## config.mk

```make
export PLATFORM = sky130hd
export DESIGN_NAME = fetch_top
export DESIGN_NICKNAME = d
export VERILOG_FILES = /design/src/rtl/fetch_pkg.sv /design/src/rtl/fetch_link_if.sv /design/src/rtl/inst_mem.sv /design/src/rtl/if_stage.sv /design/src/rtl/id_stage.sv /design/src/rtl/fetch_top.sv
export SDC_FILE = /design/constraint.sdc
export NUM_CORES = 2
export LEC_CHECK = 0
export BUFFER_PORTS_ARGS = -buffer_cell sky130_fd_sc_hd__buf_2
export CAP_MARGIN = 40
export CORE_ASPECT_RATIO = 1.2
export CORE_MARGIN = 8
export CORE_UTILIZATION = 45
export CTS_BUF_LIST = sky130_fd_sc_hd__clkbuf_4
export CTS_CLUSTER_SIZE = 14
export DETAILED_ROUTE_END_ITERATION = 6
export GPL_ROUTABILITY_DRIVEN = 0
export MAX_ROUTING_LAYER = met4
export SKIP_LAST_GASP = 1
export SYNTH_ARGS = -nofsm -noshare
export SYNTH_HDL_FRONTEND = slang
export SYNTH_MEMORY_MAX_BITS = 65536
export SYNTH_SLANG_ARGS = --single-unit
```

## constraint.sdc

```tcl
create_clock -name clock -period 5.6 [get_ports clock]
set_input_delay 0.56 -clock clock [delete_from_list [all_inputs] [get_ports clock]]
set_output_delay 0.56 -clock clock [all_outputs]
set_load 0.02 [all_outputs]
```

## src/rtl/fetch_pkg.sv

```systemverilog
// fetch front end shared types: widths, opcode constant, instruction views, packets
`default_nettype none

package fetch_pkg;

	////////////////////////////////
	// widths and constants
	////////////////////////////////

	localparam int xlen = 32;                   // pc and data width

	localparam logic [6:0] opc_rtype = 7'b0110011; // register-register ops

	////////////////////////////////
	// instruction word, two layouts
	////////////////////////////////

	typedef struct packed {
		logic [6:0] funct7;
		logic [4:0] rs2;
		logic [4:0] rs1;
		logic [2:0] funct3;
		logic [4:0] rd;
		logic [6:0] opcode;
	} inst_r_t;                                 // r-type layout

	typedef struct packed {
		logic [11:0] imm;                       // signed 12-bit immediate
		logic [4:0]  rs1;
		logic [2:0]  funct3;
		logic [4:0]  rd;
		logic [6:0]  opcode;
	} inst_i_t;                                 // i-type layout

	typedef union packed {
		inst_r_t r;
		inst_i_t i;
	} inst_u;                                   // same 32 bits read either way

	////////////////////////////////
	// packets
	////////////////////////////////

	typedef struct packed {
		logic [xlen-1:0] pc;                    // address of this inst
		logic [xlen-1:0] npc;                   // pc + 4
		inst_u           inst;
	} fetch_pkt_t;                              // 96 bits, fetch to decode

	typedef struct packed {
		logic [xlen-1:0] pc;
		logic [6:0]      opcode;
		logic [4:0]      rd;
		logic [4:0]      rs1;
		logic [4:0]      rs2;                   // zero unless r-type
		logic [2:0]      funct3;
		logic [xlen-1:0] imm;                   // zero for r-type
	} dec_pkt_t;                                // 89 bits, out of decode

endpackage

`default_nettype wire

```

## src/rtl/fetch_link_if.sv

```systemverilog
// fetch to decode link: packet with valid one way, credit returns the other way
`timescale 1ns/10ps
`default_nettype none

interface fetch_link_if;

	logic                 valid;                // packet present this cycle
	fetch_pkg::fetch_pkt_t pkt;                 // pc, npc, inst
	logic                 credit;               // one pulse per freed buffer slot

	// fetch side
	modport sender (
		output valid,
		output pkt,
		input  credit
	);

	// decode side
	modport receiver (
		input  valid,
		input  pkt,
		output credit
	);

endinterface

`default_nettype wire

```

## src/rtl/inst_mem.sv

```systemverilog
// instruction memory, 64-bit words, loadable write port and combinational read
`timescale 1ns/10ps
`default_nettype none

module inst_mem #(
	parameter int imem_words = 64                      // depth in 64-bit words
) (
	input  logic                          clock,
	input  logic                          load_en,     // write strobe from loader
	input  logic [$clog2(imem_words)-1:0] load_addr,   // word index
	input  logic [63:0]                   load_data,
	input  logic [$clog2(imem_words)-1:0] imem_addr,   // word index from fetch
	output logic [63:0]                   imem_data    // two instructions
);

	logic [63:0] mem [imem_words];                     // storage array

	////////////////////////////////
	// load port
	////////////////////////////////

	always_ff @(posedge clock) begin
		if (load_en) begin
			mem[load_addr] <= load_data;               // one word per cycle
		end
	end

	////////////////////////////////
	// read port
	////////////////////////////////

	// data returns in the same cycle as the address
	assign imem_data = mem[imem_addr];

endmodule

`default_nettype wire

```

## src/rtl/if_stage.sv

```systemverilog
// fetch stage with the pc register, instruction half select, credit counter and squash redirect
`timescale 1ns/10ps
`default_nettype none

module if_stage #(
	parameter int imem_words = 64,                     // memory depth in words
	parameter int buf_depth  = 4                       // decode buffer slots
) (
	input  logic                          clock,
	input  logic                          reset,
	input  logic                          squash,      // restart at redirect_pc
	input  logic                          stall,       // hold fetch
	input  logic [fetch_pkg::xlen-1:0]    redirect_pc,
	output logic [$clog2(imem_words)-1:0] imem_addr,   // 64-bit word index
	input  logic [63:0]                   imem_data,
	fetch_link_if.sender                  link
);

	localparam int aw = $clog2(imem_words);            // word index width
	localparam int cw = $clog2(buf_depth + 1);         // credit counter width

	logic [fetch_pkg::xlen-1:0] pc_reg;                // pc being fetched now
	logic [fetch_pkg::xlen-1:0] pc_plus_4;
	logic [cw-1:0]              credit_cnt;            // free slots in decode
	logic                       send;                  // packet leaves this cycle

	////////////////////////////////
	// memory address and half select
	////////////////////////////////

	assign imem_addr = pc_reg[aw+2:3];                 // drop byte and half bits
	assign pc_plus_4 = pc_reg + fetch_pkg::xlen'(4);

	// squash beats stall and nothing goes out in reset or without a credit
	assign send = !reset && !squash && !stall && (credit_cnt != '0);

	assign link.valid        = send;
	assign link.pkt.pc       = pc_reg;
	assign link.pkt.npc      = pc_plus_4;
	// bit 2 picks the upper or lower instruction of the word
	assign link.pkt.inst     = pc_reg[2] ? imem_data[63:32] : imem_data[31:0];

	////////////////////////////////
	// pc register
	////////////////////////////////

	always_ff @(posedge clock) begin
		if (reset) begin
			pc_reg <= '0;                              // start at address 0
		end else if (squash) begin
			pc_reg <= redirect_pc;                     // new fetch stream
		end else if (send) begin
			pc_reg <= pc_plus_4;                       // sequential advance
		end
	end

	////////////////////////////////
	// credits toward decode
	////////////////////////////////

	always_ff @(posedge clock) begin
		if (reset) begin
			credit_cnt <= cw'(buf_depth);              // decode buffer empty
		end else if (squash) begin
			// buffer is flushed and pulses this cycle are dropped
			credit_cnt <= cw'(buf_depth);
		end else begin
			// spend and return may land in the same cycle
			credit_cnt <= credit_cnt - cw'(send) + cw'(link.credit);
		end
	end

endmodule

`default_nettype wire

```

## src/rtl/id_stage.sv

```systemverilog
// decode stage: input buffer, field decode through the union, output credits
`timescale 1ns/10ps
`default_nettype none

module id_stage #(
	parameter int buf_depth   = 4,                     // input buffer slots
	parameter int out_credits = 2                      // credits toward consumer
) (
	input  logic                clock,
	input  logic                reset,
	input  logic                squash,                // flush buffer and output
	fetch_link_if.receiver      link,
	input  logic                out_credit,            // consumer returns one credit
	output logic                dec_valid,             // one cycle per packet
	output fetch_pkg::dec_pkt_t dec_pkt
);

	localparam int pw = $clog2(buf_depth);             // pointer width
	localparam int nw = $clog2(buf_depth + 1);         // occupancy width
	localparam int ow = $clog2(out_credits + 1);       // out credit width

	fetch_pkg::fetch_pkt_t fifo_mem [buf_depth];       // packet storage
	logic [pw-1:0]         head;                       // next to pop
	logic [pw-1:0]         tail;                       // next to write
	logic [nw-1:0]         count;
	logic [ow-1:0]         out_cnt;                    // credits held for consumer
	logic                  pop;
	fetch_pkg::inst_u      word;                       // head instruction
	fetch_pkg::dec_pkt_t   dec_next;

	////////////////////////////////
	// input buffer
	////////////////////////////////

	// no pop during squash, stale entries must not reach the output
	assign pop         = !squash && (count != '0) && (out_cnt != '0);
	assign link.credit = pop;                          // slot freed, tell fetch

	always_ff @(posedge clock) begin
		if (link.valid) begin
			fifo_mem[tail] <= link.pkt;                // fetch credits guarantee room
		end
	end

	always_ff @(posedge clock) begin
		if (reset || squash) begin
			head  <= '0;
			tail  <= '0;
			count <= '0;                               // empty
		end else begin
			if (link.valid) begin
				tail <= (tail == pw'(buf_depth - 1)) ? '0 : tail + pw'(1);
			end
			if (pop) begin
				head <= (head == pw'(buf_depth - 1)) ? '0 : head + pw'(1);
			end
			count <= count + nw'(link.valid) - nw'(pop);
		end
	end

	////////////////////////////////
	// field decode
	////////////////////////////////

	assign word = fifo_mem[head].inst;

	always_comb begin
		dec_next.pc     = fifo_mem[head].pc;
		dec_next.opcode = word.r.opcode;
		dec_next.rd     = word.r.rd;
		dec_next.rs1    = word.r.rs1;
		dec_next.funct3 = word.i.funct3;
		if (word.r.opcode == fetch_pkg::opc_rtype) begin
			dec_next.rs2 = word.r.rs2;                 // register operand
			dec_next.imm = '0;
		end else begin
			dec_next.rs2 = '0;
			// sign extend the 12-bit field
			dec_next.imm = {{(fetch_pkg::xlen - 12){word.i.imm[11]}}, word.i.imm};
		end
	end

	////////////////////////////////
	// output register and credits
	////////////////////////////////

	always_ff @(posedge clock) begin
		if (reset || squash) begin
			dec_valid <= 1'b0;
		end else begin
			dec_valid <= pop;                          // pulse per popped entry
		end
	end

	always_ff @(posedge clock) begin
		if (pop) begin
			dec_pkt <= dec_next;                       // payload, no reset
		end
	end

	always_ff @(posedge clock) begin
		if (reset) begin
			out_cnt <= ow'(out_credits);
		end else begin
			// squash leaves these alone, the consumer owns them
			out_cnt <= out_cnt - ow'(pop) + ow'(out_credit);
		end
	end

endmodule

`default_nettype wire

```

## src/rtl/fetch_top.sv

```systemverilog
// fetch front end top level: memory, fetch and decode with plain ports
`timescale 1ns/10ps
`default_nettype none

module fetch_top #(
	parameter int imem_words  = 64,
	parameter int buf_depth   = 4,
	parameter int out_credits = 2
) (
	input  logic                          clock,
	input  logic                          reset,
	input  logic                          squash,
	input  logic [fetch_pkg::xlen-1:0]    redirect_pc,
	input  logic                          stall,
	input  logic                          load_en,     // program loader
	input  logic [$clog2(imem_words)-1:0] load_addr,
	input  logic [63:0]                   load_data,
	output logic                          dec_valid,
	output logic [fetch_pkg::xlen-1:0]    dec_pc,
	output logic [6:0]                    dec_opcode,
	output logic [4:0]                    dec_rd,
	output logic [4:0]                    dec_rs1,
	output logic [4:0]                    dec_rs2,
	output logic [2:0]                    dec_funct3,
	output logic [fetch_pkg::xlen-1:0]    dec_imm,
	input  logic                          out_credit   // one pulse, one credit
);

	logic [$clog2(imem_words)-1:0] imem_addr;
	logic [63:0]                   imem_data;
	fetch_pkg::dec_pkt_t           dec_pkt;

	fetch_link_if link ();                             // fetch to decode

	inst_mem #(.imem_words(imem_words)) u_inst_mem (
		.clock, .load_en, .load_addr, .load_data, .imem_addr, .imem_data
	);

	if_stage #(.imem_words(imem_words), .buf_depth(buf_depth)) u_if_stage (
		.clock, .reset, .squash, .stall, .redirect_pc,
		.imem_addr, .imem_data, .link(link.sender)
	);

	id_stage #(.buf_depth(buf_depth), .out_credits(out_credits)) u_id_stage (
		.clock, .reset, .squash, .link(link.receiver),
		.out_credit, .dec_valid, .dec_pkt
	);

	// decoded packet onto plain ports
	assign dec_pc     = dec_pkt.pc;
	assign dec_opcode = dec_pkt.opcode;
	assign dec_rd     = dec_pkt.rd;
	assign dec_rs1    = dec_pkt.rs1;
	assign dec_rs2    = dec_pkt.rs2;
	assign dec_funct3 = dec_pkt.funct3;
	assign dec_imm    = dec_pkt.imm;

endmodule

`default_nettype wire

```

======== Word-level counts from Yosys, hierarchy flattened ========
Memories as Yosys holds them, arrays and structs flattened. A register that Yosys moved wholly into a read port is not among the register bits.
Cells that the tools add are included.
cells by class
  add/sub/neg operators ................... 9
  equality and inequality tests ........... 3
  mux-type cells .......................... 13
  reductions and logical operators ........ 14
operator list
  cell                   number
  $mux 32                3
  $add 32x3->32 const B  1
  $mux 6                 2
  $mux 2                 4
  $eq 7x6->1 const B     1
  $add 3x1->3            2
  $reduce_bool 3->1      2
  $sub 3x1->3            2
  $logic_and 1x1->1      5
  $add 2x1->2 const B    2
  $eq 2x2->1 const B     2
  $mux 1                 4
  $reduce_bool 2->1      2
  $logic_not 1->1        3
  $add 2x1->2            1
  $reduce_or 2->1        1
  $sub 2x1->2            1
  $logic_or 1x1->1       1
storage, ports and cells
  bits in registers ....................... 114
  memory bits (writable) .................. 4480
  bits of input ports ..................... 108
  output and inout port bits .............. 90
  word-level logic and storage cells ...... 55
  memories ................................ 2
memories
  memory               depth  bits a word  rd ports  clocked after memory_dff  write ports  line            source
  u_inst_mem.mem       64     64           1         1                         1            inst_mem.sv:16  logic [63:0] mem [imem_words];
  u_id_stage.fifo_mem  4      96           1         1                         1            id_stage.sv:22  fetch_pkg::fetch_pkt_t fifo_mem [buf_depth];

======== Logic depth before layout (Yosys ltp) ========
  depth in word-level cells ............... 8
  mapped depth ............................ 15

======== Hierarchy ========
Synthesis repeated with hierarchy kept, for this count alone.
unflattened totals
  cells, all modules ...................... 7393
  area, all modules ....................... 170187.0 sq um
modules (own cells, without submodules)
  module    instances  cells an instance  area an instance (sq um)  seq. area each (sq um)
  inst_mem  1          6534               155067.5                  122998.0
  id_stage  1          504                12151.7                   9999.6
  if_stage  1          355                2967.8                    700.7

======== Least setup slack after synthesis ========
OpenSTA, ideal clock, no wires.
  path kind ............................... input to register
  start ................................... input load_addr[4]
  end ..................................... memory u_inst_mem.mem[32][0], enable pin
  arrival ................................. 5557 ps
  required time ........................... 5035 ps
  setup slack ............................. -521 ps
  stages .................................. 4
  buffers on the path ..................... 1
  path through ............................ clkbuf_1 nor4bb_1 nand2b_1 nor3_1
RTL lines
  element      line             source
  from (decl)  fetch_top.sv:16  input logic [$clog2(imem_words)-1:0] load_addr,
  to (decl)    inst_mem.sv:16
No word-level cell before the write port.

==> flow_metrics.py <==
metrics = {
    "layout": {
        "top_regs": "u_inst_mem.mem: 4096 flops, u_id_stage.fifo_mem: 256 flops, u_id_stage.dec_pkt: 69 flops",
        "regMostFlops": "u_inst_mem.mem",
        "fin_nets": 8225,
        "largest_reg_flops": 4096,
        "fin_area_sq_um": 196600,
        "drive_above_1_share": 0.4161,
        "fin_util": 0.5227,
        "layoutNonFillerInstCount": 13870,
        "area_growth_pct": 15.99,
    },
    "placement": {
        "numPortBuffers": 197,
        "placed_cells": 11770,
        "place_ws_ns": 1.711,
        "placed_area_sq_um": 180400,
        "dp_hpwl_mm": 249.8,
    },
    "worst_setup_path": {
        "path_cells": "buf_12, buf_4, mux4_2, mux4_2, mux4_2, mux2_2",
        "worst_path_largest_cell_delay_ns": 0.73,
        "rr_worst_depth": 6,
        "endpoint_kind": "register",
        "path_class": "register to register",
        "cp-start-kind": "register",
        "endpoint": "u_id_stage.fifo_mem[1][4]",
        "crit_required_ns": 6.78,
        "cp_common_cell": "mux4_2",
        "timing.rr.end": "u_id_stage.fifo_mem[1][4]",
        "crit_slowest_cell": "dfxtp_4",
        "path_max_fanout": 20,
        "arrival_ns": 5.12,
        "rrSetupSlack_ns": 1.65,
    },
    "clocking": {
        "tritoncts": "done",
        "clock_latency_ns": 1.51,
        "clockBufferDepth": 4,
        "cts_made_buffers": 1073,
        "root_buffer": "clkbuf_4",
        "cts_max_level": 7,
        "cts_setup_buffers": 0,
        "cts_sinks": 4474,
        "clk_pin_slew_worst_paths_ns": 0.07,
    },
    "outcome": {
        "violations": "design-rule violations",
        "status": "finished with violations",
    },
    "power_and_ir_drop": {
        "swShare": 0.2229,
        "clock_power_share": 0.391,
        "p_total_mw": 67.67,
        "p_sw_mw": 15.08,
        "power.internal_mw": 52.59,
        "p_leak_nw": 60.84,
        "comb_power_share": 0.059,
        "power_frac_seq": 0.550,
        "power_density_nw_per_um2": 344.2,
        "peakVddDrop_v": 0.0001933,
    },
    "yosys": {
        "ys_ff_latch": 4474,
        "synth_nets": 6766,
        "yosysSeqAreaShare": 0.7895,
        "synth_area_per_cell_sq_um": 25.51,
        "syn_inst": 6644,
        "synth_edf_count": 4421,
        "ys_top_cells_by_area": "edfxtp_1 (78%), mux4_2 (19%), dfxtp_1 (0.63%)",
        "netlist.area_leader.share": 0.7833,
        "synth_top_area_cell": "edfxtp_1",
        "synth.most_common_cell": "edfxtp_1",
        "ys_top_cells_by_count": "edfxtp_1 (4421), mux4_2 (1408), clkbuf_1 (203)",
        "yosys_warnings": 0,
        "synth-async-reset-ratio": 0,
        "synth_cell_type_count": 47,
        "synth_top_flop_cell": "edfxtp_1",
        "synth_area_sq_um": 169500,
    },
    "timing": {
        "finalCriticalPeriod_ns": 3.945,
        "period_share": 0.7045,
        "max-slew-margin-rel": 0.3125,
        "holdWs_ns": 0.03799,
        "grt_setup_unrepaired": "no",
        "finalSetupViolations": 0,
        "worst_slew_pin_slew_ns": 1.031,
        "finalHoldViolations": 0,
        "fin_skew_ns": 0.1289,
        "slew_viol_final": 0,
        "max_freq_mhz": 253.5,
        "fin_ws_ns": 1.655,
        "setup_tns_ns": 0,
    },
    "global_route": {
        "track_usage": 0.2485,
        "overflow": 0,
        "first_global_vias": 86270,
        "antenna_found_initial": 43,
        "grt_max_degree": 107,
        "grt_pass1_wl_mm": 670.0,
    },
    "floorplan": {
        "rows": 247,
        "dieArea_sq_um": 396600,
        "io_pins": 198,
        "coreArea_sq_um": 376100,
        "die_x_um": 576.2,
        "start_util": 0.4506,
        "fp.dieH_um": 688.3,
    },
    "drt": {
        "drtIter0Drc": 9543,
        "ant_nets": 0,
        "drc": 6,
        "vias_per_cell": 6.072,
        "routedWlPerCell_um": 34.95,
        "drtPass1Iterations": 7,
        "via_count": 84200,
        "routed_wl_mm": 484.6,
    },
    "hold_path": {
        "min_path_type": "input port to register",
        "min_from": "load_data[0]",
    },
    "flow_run": {
        "cap_violations": 0,
    },
}
[critical path: cells and delay by family (launching register included)]
| family | cells | cell delay (ns) |
|---|---|---|
| buffers and inverters | 2 | 0.69 |
| muxes | 4 | 2.14 |
| DFF | 1 | 0.73 |
[worst min path at each step]
stage | to | slack, ns | depth (start not counted)
floorplan | register | 0.45 | 2
detailed placement | register | 0.49 | 2
finish | u_inst_mem.mem[1][0] | 0.04 | 2
global placement | register | 0.47 | 2
global route | u_inst_mem.mem[50][1] | -0.03 | 2
CTS | u_inst_mem.mem[2][29] | 0.002 | 2
[power groups by stage]
stage	sequential, mW	clock (mW)	combinational [mW]
global placement	38.0	0	3.67
floorplan	37.9	0	2.18
detailed placement	38.0	0	3.81
global route	37.2	28.7	4.16
CTS	37.2	27.1	3.95
finish	37.2	26.5	3.96
[routing by layer]
layer,global-route usage,routed length [um],vias up
met5,-,0,-
met4,0.07351,13900,0
met3,0.04901,39880,756
met2,0.4184,250900,4602
met1,0.3082,179900,46040
li1,-,-,32790
[placed cells by master (no fill, tap or decap), drive strengths merged, types with 3 or more instances in the layout]
master       instances
edfxtp            4421
clkbuf            1497
mux4              1408
buf                537
clkinv             239
dlygate4sd3        214
nor2                93
dfxtp               53
inv                 48
nand2               43
diode               38
mux2                33
bufinv              30
a31oi               26
nand3               19
clkinvlp            19
o21ai               18
a21oi               18
and2                18
nor2b               16
nand4               14
ha                  12
nor3                11
or3                  9
xor2                 5
o211ai               4
nand2b               4
nand3b               4
or2                  3
mux2i                3
xnor2                3
nor4                 3
[cells by family (layout without fill, tap and decap cells)]
kind of cell	count (synthesis)	in the layout	share of synthesized area
flops	4474	4474	0.7895
mux	1444	1444	0.1895
buf+inv	380	2584	0.009663
simple gates	245	245	0.006961
compound gates	79	79	0.002842
fa+ha+maj	14	14	0.001122
xor+xnor	8	8	0.0004134
other cells	0	38	0
[what timing repair did]
| action | CTS | global route |
|---|---|---|
| setup endpoints to repair | 0 | 0 |
| gates resized for setup | 0 | 0 |
| hold buffers | 199 | 15 |
| endpoints found under the hold margin | 4302 | 72 |
[cell type report]
| class | instances | area, sq um |
|---|---|---|
| Antenna cell | 38 | 95.09 |
| Clock buffer | 1497 | 11240 |
| Clock inverter | 323 | 2195 |
| Fill cell | 28810 | 179500 |
| Inverter | 13 | 50.05 |
| Multi-Input combinational cell | 1790 | 34540 |
| Sequential cell | 4474 | 133900 |
| Tap cell | 4980 | 6231 |
| Timing Repair Buffer | 751 | 8399 |
Power figures use the tool's default switching activity.
